**config.mk**
```make
export PLATFORM = sky130hd
export DESIGN_NAME = tlu_controller
export DESIGN_NICKNAME = d
export VERILOG_FILES = /design/src/logic/tlu_pkg.sv /design/src/logic/tlu_timer_if.sv /design/src/logic/tlu_controller.sv /design/src/logic/tlu_cycle_timer.sv /design/src/logic/tlu_data_deserializer.sv /design/src/logic/tlu_handshake_fsm.sv /design/src/logic/trigger_record.sv
export VERILOG_INCLUDE_DIRS = /design/src /design/src/include
export SDC_FILE = /design/constraint.sdc
export NUM_CORES = 1
export LEC_CHECK = 0
export ABC_AREA = 1
export BUFFER_PORTS_ARGS = -buffer_cell sky130_fd_sc_hd__clkbuf_2
export CAP_MARGIN = 10
export CORE_UTILIZATION = 39
export DETAILED_ROUTE_END_ITERATION = 6
export MAX_ROUTING_LAYER = met4
export PLACE_DENSITY = 0.63
export SYNTH_ARGS = -nofsm -noshare
export SYNTH_HDL_FRONTEND = slang
export SYNTH_SLANG_ARGS = --single-unit
```
**constraint.sdc**
```tcl
create_clock -name TRIGGER_CLK -period 7.19 [get_ports TRIGGER_CLK]
set_input_delay 1.7975 -clock TRIGGER_CLK [delete_from_list [all_inputs] [get_ports TRIGGER_CLK]]
set_output_delay 1.7975 -clock TRIGGER_CLK [all_outputs]
set_load 0.01 [all_outputs]
```
**src/include/tlu_defs.svh**
```systemverilog
// word widths, TLU clock divisor, glitch guard, sync margin and maximum bit count
`ifndef TLU_DEFS_SVH
`define TLU_DEFS_SVH

// trigger word, timestamp and trigger counter
`define TLU_WORD_W 32

// payload below the marker bit
`define TLU_PAYLOAD_W 31

// TRIGGER_CLK cycles per TLU clock bit
`define TLU_DIVISOR 4

// minimum cycles in the trigger-low wait, masks TLU glitches
`define TLU_GUARD_CYCLES 5

// extra cycles after the data delay before latching
`define TLU_SYNC_MARGIN 3

// bit count selected by a setting of 0
`define TLU_MAX_BITS 32

`endif

```
**src/logic/tlu_pkg.sv**
```systemverilog
// TLU controller state and trigger mode types
package tlu_pkg;

    // controller sequence
    typedef enum logic [2:0] {
        IDLE              = 3'd0,
        WAIT_TRIGGER_LOW  = 3'd1,
        SEND_TLU_CLOCK    = 3'd2,
        WAIT_BEFORE_LATCH = 3'd3,
        LATCH_DATA        = 3'd4,
        WAIT_ACK          = 3'd5
    } tlu_state_t;

    // trigger source and TLU protocol
    typedef enum logic [1:0] {
        MODE_FLAG      = 2'b00,
        MODE_FLAG_ALT  = 2'b01, // same as flag mode
        MODE_HANDSHAKE = 2'b10,
        MODE_DATA      = 2'b11
    } tlu_mode_t;

endpackage

```
**src/logic/tlu_timer_if.sv**
```systemverilog
// interface between handshake FSM and cycle timer, fsm and timer modports
`timescale 1ns/1ps

interface tlu_timer_if;
    import tlu_pkg::*;

    tlu_state_t phase;     // registered state of the FSM
    logic [5:0] bit_count; // 1..32, zero already mapped
    logic       guard_done;
    logic       low_timeout; // sticky until IDLE
    logic       clock_done;
    logic       wait_done;

    modport fsm (
        output phase, bit_count,
        input  guard_done, low_timeout, clock_done, wait_done
    );

    modport timer (
        input  phase, bit_count,
        output guard_done, low_timeout, clock_done, wait_done
    );

endinterface

```
**src/logic/tlu_controller.sv**
```systemverilog
// TLU controller top level, FSM, cycle timer, deserializer and trigger record
`timescale 1ns/1ps
`include "tlu_defs.svh"

module tlu_controller #(
    parameter int divisor = `TLU_DIVISOR
) (
    input  logic                   TRIGGER_CLK,
    input  logic                   RESET,
    input  logic                   trigger,
    input  logic                   trigger_flag,
    input  logic                   trigger_veto,
    input  logic                   trigger_enable,
    input  logic                   trigger_acknowledge,
    input  tlu_pkg::tlu_mode_t     tlu_mode,
    input  logic [7:0]             tlu_trigger_low_time_out,
    input  logic [4:0]             tlu_clock_cycles,
    input  logic [3:0]             tlu_trigger_data_delay,
    input  logic                   tlu_trigger_data_msb_first,
    input  logic                   tlu_enable_veto,
    input  logic                   tlu_reset_flag,
    input  logic                   write_timestamp,
    input  logic                   trigger_counter_set,
    input  logic [`TLU_WORD_W-1:0] trigger_counter_set_value,
    output logic                   trigger_data_write,
    output logic [`TLU_WORD_W-1:0] trigger_data,
    output logic                   fifo_preempt_req,
    output logic                   trigger_accepted_flag,
    output logic [`TLU_WORD_W-1:0] timestamp_data,
    output logic [`TLU_WORD_W-1:0] trigger_counter_data,
    output logic                   busy,
    output logic                   tlu_clock_enable,
    output logic                   tlu_assert_veto,
    output logic                   low_timeout_error,
    output logic                   accept_error
);
    logic                      capture;
    logic                      latch;
    logic [`TLU_PAYLOAD_W-1:0] tlu_number;

    tlu_timer_if timer_if ();

    tlu_handshake_fsm fsm_i (
        .TRIGGER_CLK, .RESET, .trigger, .trigger_flag, .trigger_veto, .trigger_enable,
        .trigger_acknowledge, .tlu_enable_veto, .tlu_mode, .tlu_clock_cycles,
        .timer (timer_if.fsm),
        .busy, .tlu_clock_enable, .tlu_assert_veto, .trigger_accepted_flag,
        .fifo_preempt_req, .trigger_data_write, .capture, .latch, .accept_error,
        .low_timeout_error
    );

    tlu_cycle_timer #(.divisor(divisor)) timer_i (
        .TRIGGER_CLK, .RESET, .tlu_trigger_low_time_out, .tlu_trigger_data_delay,
        .timer (timer_if.timer)
    );

    tlu_data_deserializer #(.divisor(divisor)) deser_i (
        .TRIGGER_CLK, .RESET, .trigger, .tlu_clock_enable, .latch,
        .tlu_trigger_data_delay, .tlu_trigger_data_msb_first, .tlu_clock_cycles,
        .tlu_number
    );

    trigger_record record_i (
        .TRIGGER_CLK, .RESET, .tlu_reset_flag, .trigger_counter_set,
        .trigger_counter_set_value, .trigger_accepted_flag, .capture, .write_timestamp,
        .tlu_mode, .tlu_number, .trigger_data, .trigger_counter_data, .timestamp_data
    );

endmodule

```
**src/logic/tlu_cycle_timer.sv**
```systemverilog
// phase counters for glitch guard, low time-out, TLU clock bits and wait-before-latch
`timescale 1ns/1ps
`include "tlu_defs.svh"

module tlu_cycle_timer #(
    parameter int divisor = `TLU_DIVISOR
) (
    input  logic       TRIGGER_CLK,
    input  logic       RESET,
    input  logic [7:0] tlu_trigger_low_time_out,
    input  logic [3:0] tlu_trigger_data_delay,
    tlu_timer_if.timer timer
);
    import tlu_pkg::*;

    localparam int clk_w = $clog2(`TLU_MAX_BITS * divisor + 1);

    logic [7:0]       low_cnt;
    logic [clk_w-1:0] clk_cnt;
    logic [clk_w-1:0] clock_total;
    logic [4:0]       wait_cnt;
    logic [4:0]       wait_total;

    assign clock_total = clk_w'(timer.bit_count) * clk_w'(divisor);
    assign wait_total  = 5'(tlu_trigger_data_delay) + 5'(`TLU_SYNC_MARGIN);

    // done flags are one cycle late, so compare against total minus two
    always_ff @(posedge TRIGGER_CLK)
    begin
        if (RESET)
        begin
            low_cnt           <= '0;
            clk_cnt           <= '0;
            wait_cnt          <= '0;
            timer.guard_done  <= 1'b0;
            timer.low_timeout <= 1'b0;
            timer.clock_done  <= 1'b0;
            timer.wait_done   <= 1'b0;
        end
        else
        begin
            if (timer.phase != WAIT_TRIGGER_LOW)
                low_cnt <= '0;
            else if (low_cnt != 8'hff)
                low_cnt <= low_cnt + 8'd1; // saturates when time-out is off
            clk_cnt  <= (timer.phase == SEND_TLU_CLOCK) ? clk_cnt + clk_w'(1) : '0;
            wait_cnt <= (timer.phase == WAIT_BEFORE_LATCH) ? wait_cnt + 5'd1 : '0;

            timer.guard_done <= (timer.phase == WAIT_TRIGGER_LOW)
                                && (low_cnt >= 8'(`TLU_GUARD_CYCLES - 1));
            timer.clock_done <= (timer.phase == SEND_TLU_CLOCK)
                                && (clk_cnt == clock_total - clk_w'(2));
            timer.wait_done  <= (timer.phase == WAIT_BEFORE_LATCH)
                                && (wait_cnt == wait_total - 5'd2);

            if (timer.phase == IDLE)
                timer.low_timeout <= 1'b0;
            else if (timer.phase == WAIT_TRIGGER_LOW && tlu_trigger_low_time_out != 8'd0
                     && low_cnt >= tlu_trigger_low_time_out)
                timer.low_timeout <= 1'b1;
        end
    end

    a_clock_bound: assert property (@(posedge TRIGGER_CLK) disable iff (RESET)
        clk_cnt <= clk_w'(`TLU_MAX_BITS * divisor));

endmodule

```
**src/logic/tlu_data_deserializer.sv**
```systemverilog
// delayed sampling and bit assembly of the serial TLU trigger number
`timescale 1ns/1ps
`include "tlu_defs.svh"

module tlu_data_deserializer #(
    parameter int divisor = `TLU_DIVISOR
) (
    input  logic                      TRIGGER_CLK,
    input  logic                      RESET,
    input  logic                      trigger,
    input  logic                      tlu_clock_enable,
    input  logic                      latch,
    input  logic [3:0]                tlu_trigger_data_delay,
    input  logic                      tlu_trigger_data_msb_first,
    input  logic [4:0]                tlu_clock_cycles,
    output logic [`TLU_PAYLOAD_W-1:0] tlu_number
);
    localparam int dw = (divisor > 1) ? $clog2(divisor) : 1;

    logic [15:0]                en_line;   // enable history, tap 0 is one cycle old
    logic                       trig_q;
    logic                       en_del;
    logic [dw-1:0]              div_cnt;
    logic [`TLU_MAX_BITS-1:0]   sample_sr; // newest bit at 0
    logic [5:0]                 n_bits;
    logic [`TLU_PAYLOAD_W-1:0]  packed_bits;

    assign n_bits = (tlu_clock_cycles == 5'd0) ? 6'(`TLU_MAX_BITS) : {1'b0, tlu_clock_cycles};

    // the TLU answers late, so the sample window follows the data
    assign en_del = en_line[tlu_trigger_data_delay];

    always_ff @(posedge TRIGGER_CLK)
    begin
        if (RESET)
        begin
            en_line <= '0;
            div_cnt <= '0;
        end
        else
        begin
            en_line <= {en_line[14:0], tlu_clock_enable};
            if (!en_del || div_cnt == dw'(divisor - 1))
                div_cnt <= '0;
            else
                div_cnt <= div_cnt + dw'(1);
        end
    end

    always_ff @(posedge TRIGGER_CLK)
    begin
        trig_q <= trigger;
        if (en_del && div_cnt == dw'(divisor - 1))
            sample_sr <= {sample_sr[`TLU_MAX_BITS-2:0], trig_q}; // end of bit period
        if (latch)
            tlu_number <= packed_bits;
    end

    // start bit sits at n_bits-1 and is dropped
    always_comb
    begin
        packed_bits = '0;
        for (int i = 0; i < `TLU_PAYLOAD_W; i++)
        begin
            if (i < int'(n_bits) - 1)
            begin
                if (tlu_trigger_data_msb_first)
                    packed_bits[i] = sample_sr[i];
                else
                    packed_bits[i] = sample_sr[int'(n_bits) - 2 - i];
            end
        end
    end

endmodule

```
**src/logic/tlu_handshake_fsm.sv**
```systemverilog
// trigger acceptance and TLU handshake FSM with registered control outputs
`timescale 1ns/1ps
`include "tlu_defs.svh"

module tlu_handshake_fsm (
    input  logic                TRIGGER_CLK,
    input  logic                RESET,
    input  logic                trigger,
    input  logic                trigger_flag,
    input  logic                trigger_veto,
    input  logic                trigger_enable,
    input  logic                trigger_acknowledge,
    input  logic                tlu_enable_veto,
    input  tlu_pkg::tlu_mode_t  tlu_mode,
    input  logic [4:0]          tlu_clock_cycles,
    tlu_timer_if.fsm            timer,
    output logic                busy,
    output logic                tlu_clock_enable,
    output logic                tlu_assert_veto,
    output logic                trigger_accepted_flag,
    output logic                fifo_preempt_req,
    output logic                trigger_data_write,
    output logic                capture,
    output logic                latch,
    output logic                accept_error,
    output logic                low_timeout_error
);
    import tlu_pkg::*;

    tlu_state_t state;
    tlu_state_t next;
    logic       hs_mode;     // busy handshake with the TLU
    logic       flag_mode;
    logic       accept;
    logic       acked;       // acknowledge seen during this sequence
    logic       start_pulse;

    assign hs_mode   = (tlu_mode == MODE_HANDSHAKE) || (tlu_mode == MODE_DATA);
    assign flag_mode = (tlu_mode == MODE_FLAG) || (tlu_mode == MODE_FLAG_ALT);

    // veto only blocks flag triggers, the TLU is held off by tlu_assert_veto
    assign accept = !trigger_acknowledge && trigger_enable
                    && (trigger_flag || (trigger && hs_mode))
                    && (!trigger_veto || hs_mode);

    assign timer.phase     = state;
    assign timer.bit_count = (tlu_clock_cycles == 5'd0) ? 6'(`TLU_MAX_BITS)
                                                        : {1'b0, tlu_clock_cycles};

    assign trigger_accepted_flag = start_pulse;
    assign fifo_preempt_req      = start_pulse;
    assign capture               = start_pulse;
    assign low_timeout_error     = timer.low_timeout;

    // last wait cycle, number is registered as LATCH_DATA begins
    assign latch = (state == WAIT_BEFORE_LATCH) && timer.wait_done;

    always_comb
    begin
        next = state;
        case (state)
            IDLE:              if (accept) next = WAIT_TRIGGER_LOW;
            WAIT_TRIGGER_LOW:
            begin
                if (flag_mode)
                    next = LATCH_DATA; // no TLU line to wait on
                else if (timer.guard_done && (!trigger || timer.low_timeout))
                    next = (tlu_mode == MODE_DATA) ? SEND_TLU_CLOCK : LATCH_DATA;
            end
            SEND_TLU_CLOCK:    if (timer.clock_done) next = WAIT_BEFORE_LATCH;
            WAIT_BEFORE_LATCH: if (timer.wait_done) next = LATCH_DATA;
            LATCH_DATA:        next = WAIT_ACK;
            WAIT_ACK:          if (trigger_acknowledge || acked) next = IDLE;
            default:           next = IDLE;
        endcase
    end

    always_ff @(posedge TRIGGER_CLK)
    begin
        if (RESET)
        begin
            state              <= IDLE;
            busy               <= 1'b0;
            tlu_clock_enable   <= 1'b0;
            tlu_assert_veto    <= 1'b0;
            start_pulse        <= 1'b0;
            trigger_data_write <= 1'b0;
            accept_error       <= 1'b0;
            acked              <= 1'b0;
        end
        else
        begin
            state              <= next;
            start_pulse        <= (state == IDLE) && (next == WAIT_TRIGGER_LOW);
            tlu_clock_enable   <= (next == SEND_TLU_CLOCK);
            trigger_data_write <= (next == LATCH_DATA);
            tlu_assert_veto    <= (next == IDLE) && (!trigger_enable
                                  || (tlu_enable_veto && trigger_veto && hs_mode));
            case (next)
                IDLE:
                begin
                    busy         <= 1'b0;
                    acked        <= 1'b0;
                    accept_error <= trigger && trigger_enable; // TLU line high but not taken
                end
                WAIT_ACK:
                begin
                    if (trigger_acknowledge || acked)
                        busy <= 1'b0; // release the TLU as early as possible
                    acked <= acked | trigger_acknowledge;
                end
                default:
                begin
                    busy  <= 1'b1;
                    acked <= acked | trigger_acknowledge;
                end
            endcase
        end
    end

    // busy holds from acceptance until an acknowledge has been seen
    a_busy_until_ack: assert property (@(posedge TRIGGER_CLK) disable iff (RESET)
        (state != IDLE && !acked) |-> busy);

    a_single_write: assert property (@(posedge TRIGGER_CLK) disable iff (RESET)
        trigger_data_write |=> !trigger_data_write);

endmodule

```
**src/logic/trigger_record.sv**
```systemverilog
// timestamp, trigger counter, snapshots and trigger word selection
`timescale 1ns/1ps
`include "tlu_defs.svh"

module trigger_record (
    input  logic                      TRIGGER_CLK,
    input  logic                      RESET,
    input  logic                      tlu_reset_flag,
    input  logic                      trigger_counter_set,
    input  logic [`TLU_WORD_W-1:0]    trigger_counter_set_value,
    input  logic                      trigger_accepted_flag,
    input  logic                      capture,
    input  logic                      write_timestamp,
    input  tlu_pkg::tlu_mode_t        tlu_mode,
    input  logic [`TLU_PAYLOAD_W-1:0] tlu_number,
    output logic [`TLU_WORD_W-1:0]    trigger_data,
    output logic [`TLU_WORD_W-1:0]    trigger_counter_data,
    output logic [`TLU_WORD_W-1:0]    timestamp_data
);
    import tlu_pkg::*;

    logic [`TLU_WORD_W-1:0]    timestamp;
    logic [`TLU_WORD_W-1:0]    trigger_counter;
    logic [`TLU_PAYLOAD_W-1:0] payload;

    always_ff @(posedge TRIGGER_CLK)
    begin
        if (RESET || tlu_reset_flag)
            timestamp <= '0; // TLU reset aligns timestamps across the setup
        else
            timestamp <= timestamp + `TLU_WORD_W'(1);
    end

    always_ff @(posedge TRIGGER_CLK)
    begin
        if (RESET)
            trigger_counter <= '0;
        else if (trigger_counter_set)
            trigger_counter <= trigger_counter_set_value;
        else if (trigger_accepted_flag)
            trigger_counter <= trigger_counter + `TLU_WORD_W'(1);
    end

    // capture comes with the accepted flag, so the count is the pre-increment one
    always_ff @(posedge TRIGGER_CLK)
    begin
        if (capture)
        begin
            timestamp_data       <= timestamp;
            trigger_counter_data <= trigger_counter;
        end
    end

    always_comb
    begin
        if (write_timestamp)
            payload = timestamp_data[`TLU_PAYLOAD_W-1:0];
        else if (tlu_mode == MODE_DATA)
            payload = tlu_number;
        else
            payload = trigger_counter_data[`TLU_PAYLOAD_W-1:0];
    end

    assign trigger_data = {1'b1, payload}; // bit 31 marks a trigger word

endmodule

```
==> flow_metrics.env <==
export IMPL_status="completed"
export IMPL_wl_per_cell_microns=18.5
export IMPL_area_growth_pct=14.0
export IMPL_ant_nets=0
export IMPL_cp_start_kind="input pin"
export IMPL_drtIter0Drc=1498
export IMPL_synth_flop_cell="edfxtp_1"
export IMPL_finalMaxSlewViolations=0
export IMPL_die_h_microns=194
export IMPL_place_gp_congestion=0.995
export IMPL_grt_pass1_wl_microns=73000
export IMPL_nets=2191
export IMPL_ys_warnings_count=0
export IMPL_synth_edf_count=127
export IMPL_synth_async_reset_ratio_pct=0
export IMPL_finalCritPeriodShare_pct=75.6
export IMPL_cts_sinks=245
export IMPL_cts_buffer_depth=3
export IMPL_firstDrtPassIters=6
export IMPL_cp_required_ns=5.39
export IMPL_min_from="deser_i.trig_q$_DFF_P_"
export IMPL_worstSkewPairLatency_ns=0.54
export IMPL_cts_hold_buf=0
export IMPL_critPathMaxFanout=32
export IMPL_hold_depth=0
export IMPL_die_w_microns=194
export IMPL_crit_chain="clkbuf_2 > nand2_1 > buf_4 > inv_1 > nand2_1 > a31oi_1 > clkbuf_2"
export IMPL_drive_gt1_share_pct=12.2
export IMPL_cts_root_buf="clkbuf_16"
export IMPL_slowest_delay_ns=0.89
export IMPL_tritoncts="built"
export IMPL_ys_ff_latch=245
export IMPL_synth_distinct_cells=45
export IMPL_synth_area_sq_mm=0.0143
export IMPL_dp_hpwl_microns=36600
export IMPL_fmax_ghz=0.184
export IMPL_fin_tns_setup_ns=0
export IMPL_pin_count=167
export IMPL_placed_cell_area_sq_mm=0.0155
export IMPL_finalInstanceArea_sq_mm=0.0163
export IMPL_yosysTopAreaCell="edfxtp_1"
export IMPL_overflow=0
export IMPL_max_slew_margin_pct=19.9
export IMPL_syn_avg_cell_area_sq_um=7.30
export IMPL_grt_pass1_vias=12700
export IMPL_netlist_instances=1963
export IMPL_min_to="deser_i.sample_sr[0]$_DFFE_PP_"
export IMPL_whs_ns=0.413
export IMPL_timing_rr_end="record_i.trigger_counter[24]$_SDFFE_PP0P_"
export IMPL_yosys_top_cells_count="451 x nand2_1, 363 x nand3_1, 251 x nor2_1"
export IMPL_htree_levels=1
export IMPL_row_count=69
export IMPL_max_slew_worst_pin_slew_ns=1.20
export IMPL_skew_ns=0.0192
export IMPL_vias=13900
export IMPL_powerDensity_mw_per_mm2=208
export IMPL_track_usage_pct=25.7
export IMPL_period_minus_slack_ns=5.44
export IMPL_regToRegStartpoint="fsm_i.capture$_SDFF_PP0_"
export IMPL_cp_slowest_cell="inv_1"
export IMPL_drt_wl_total_microns=47600
export IMPL_clk_pin_slew_ns=0.06
export IMPL_core_area_sq_mm=0.0358
export IMPL_criticalPathCategory="input pin to output port"
export IMPL_die_area_sq_mm=0.0375
export IMPL_yosys_top_cells_area="edfxtp_1 27%, dfxtp_1 16%, nand3_1 13%, nand2_1 12%, nor2_1 6.6%"
export IMPL_rsz0062_at_grt="false"
export IMPL_post_synth_top_count_cell="nand2_1"
export IMPL_viasPerCell=5.41
export IMPL_antenna_found_initial=0
export IMPL_drc_errors=0
export IMPL_netlist_area_leader_share_pct=26.6
export IMPL_yosysSeqAreaShare_pct=43.1
export IMPL_finalSetupViolCount=0
export IMPL_grt_start_max_net_pins=63
export IMPL_post_cts_resize_count=0
export IMPL_place_port_buffers=165
export IMPL_ff2ff_path_depth=6
export IMPL_r2r_slack_ns=4.88
export IMPL_ir_worst_vdd_uv=183
export IMPL_cts_buffers=26
export IMPL_post_cts_setup_buffers=0
export IMPL_fin_util_pct=45.6
export IMPL_num_antenna_cells=0
export IMPL_crit_arrival_ns=3.64
export IMPL_p_leak_nw=6.87
export IMPL_crit_path_end_kind="output port"
export IMPL_drv_cap=0
export IMPL_hp_class="flop to flop"
export IMPL_finalHoldViolCount=0
export IMPL_synth_fp_nets=2060
export IMPL_initial_core_util_pct=40.0
-- kinds of logic after synthesis --
group	after synthesis	synth area share [%]
simple gates	1153	35.0
buf+inv	276	7.75
fa+ha+maj	34	2.97
other cells	1	0.0262
compound gates	209	8.29
xor+xnor	45	2.88
flops	245	43.1
-- worst max-delay path: cells and delay by family --
| family | cells | cell delay (ns) |
|---|---|---|
| buffers and inverters | 4 | 1.43 |
| and+or+nand+nor | 2 | 0.19 |
| AOI/OAI and AO/OA | 1 | 0.22 |
-- placed cells by master (no fill, tap or decap), types with 6 or more instances in the layout --
cell type and count:
a21oi_1 81, a31oi_1 39, nor3b_1 7, o21ai_1 6, o21ai_0 47, nand3b_1 8
dfxtp_1 117, clkbuf_2 166, buf_4 8, nand3_1 363, xnor2_1 20, nand4_1 13
inv_1 199, nand2_1 451, clkbuf_16 28, nor2_1 248, ha_1 34, nor3_1 21
xor2_1 24, a22oi_1 21, or2_2 24, edfxtp_1 127, inv_2 6
-- area by class of cell --
| type | instances | area, sq um |
|---|---|---|
| clock inverter | 10 | 80.1 |
| fill | 3668 | 19500 |
| sequential | 245 | 6180 |
| multi-input combinational | 1442 | 7050 |
| tap | 461 | 577 |
| clock buffer | 38 | 779 |
| timing repair buffer | 173 | 886 |
| inverter | 206 | 778 |
-- routing by layer --
layer | share of wire (%) | track usage [%] | routed length [microns]
met2 | 45 | 39.9 | 21300
met5 | 0 | - | 0
met4 | 4.2 | 9.54 | 2010
met3 | 7.0 | 3.37 | 3330
met1 | 44 | 34.2 | 21000
-- sequential cells by signal, summed over array words and instances, names as in the netlist, 5 cells and up --
name	count
timer_i.wait_cnt	5
record_i.trigger_counter_data	32
timer_i.clk_cnt	8
record_i.trigger_counter	32
timer_i.low_cnt	8
record_i.timestamp	32
deser_i.sample_sr	32
deser_i.tlu_number	31
deser_i.en_line	16
record_i.timestamp_data	32
-- stage by stage --
| stage | setup WS [ns] | power [W] | instances |
|---|---|---|---|
| floorplan | 2.83 | 0.00191 | 1963 |
| global placement | 1.94 | 0.00206 | 2527 |
| detailed placement | 1.80 | 0.00207 | 2527 |
| CTS | 1.80 | 0.00341 | 2575 |
| global route | 1.58 | 0.00353 | 2575 |
| finish | 1.75 | 0.00340 | 2575 |
-- worst max path at each step --
stage                start               end  slack (ns)  cells past startpoint
4_1_cts        tlu_mode[1]   trigger_data[6]        1.80                      7
5_1_grt        tlu_mode[1]  trigger_data[29]        1.58                      7
3_5_place_dp   tlu_mode[1]   trigger_data[6]        1.80                      7
6_report       tlu_mode[1]   trigger_data[6]        1.75                      7
3_3_place_gp   tlu_mode[1]  trigger_data[13]        1.94                      7
2_1_floorplan  tlu_mode[0]   trigger_data[0]        2.83                      5
-- power breakdown --
part / total [W] / leakage [nW] / internal (W) / switching, W
Clock: 0.00135 / 0.426 / 0.000787 / 0.000563
Combinational: 0.000525 / 4.30 / 0.000167 / 0.000358
Sequential: 0.00152 / 2.14 / 0.00149 / 0.0000277
Note: power is estimated with default switching activity, not from simulation.
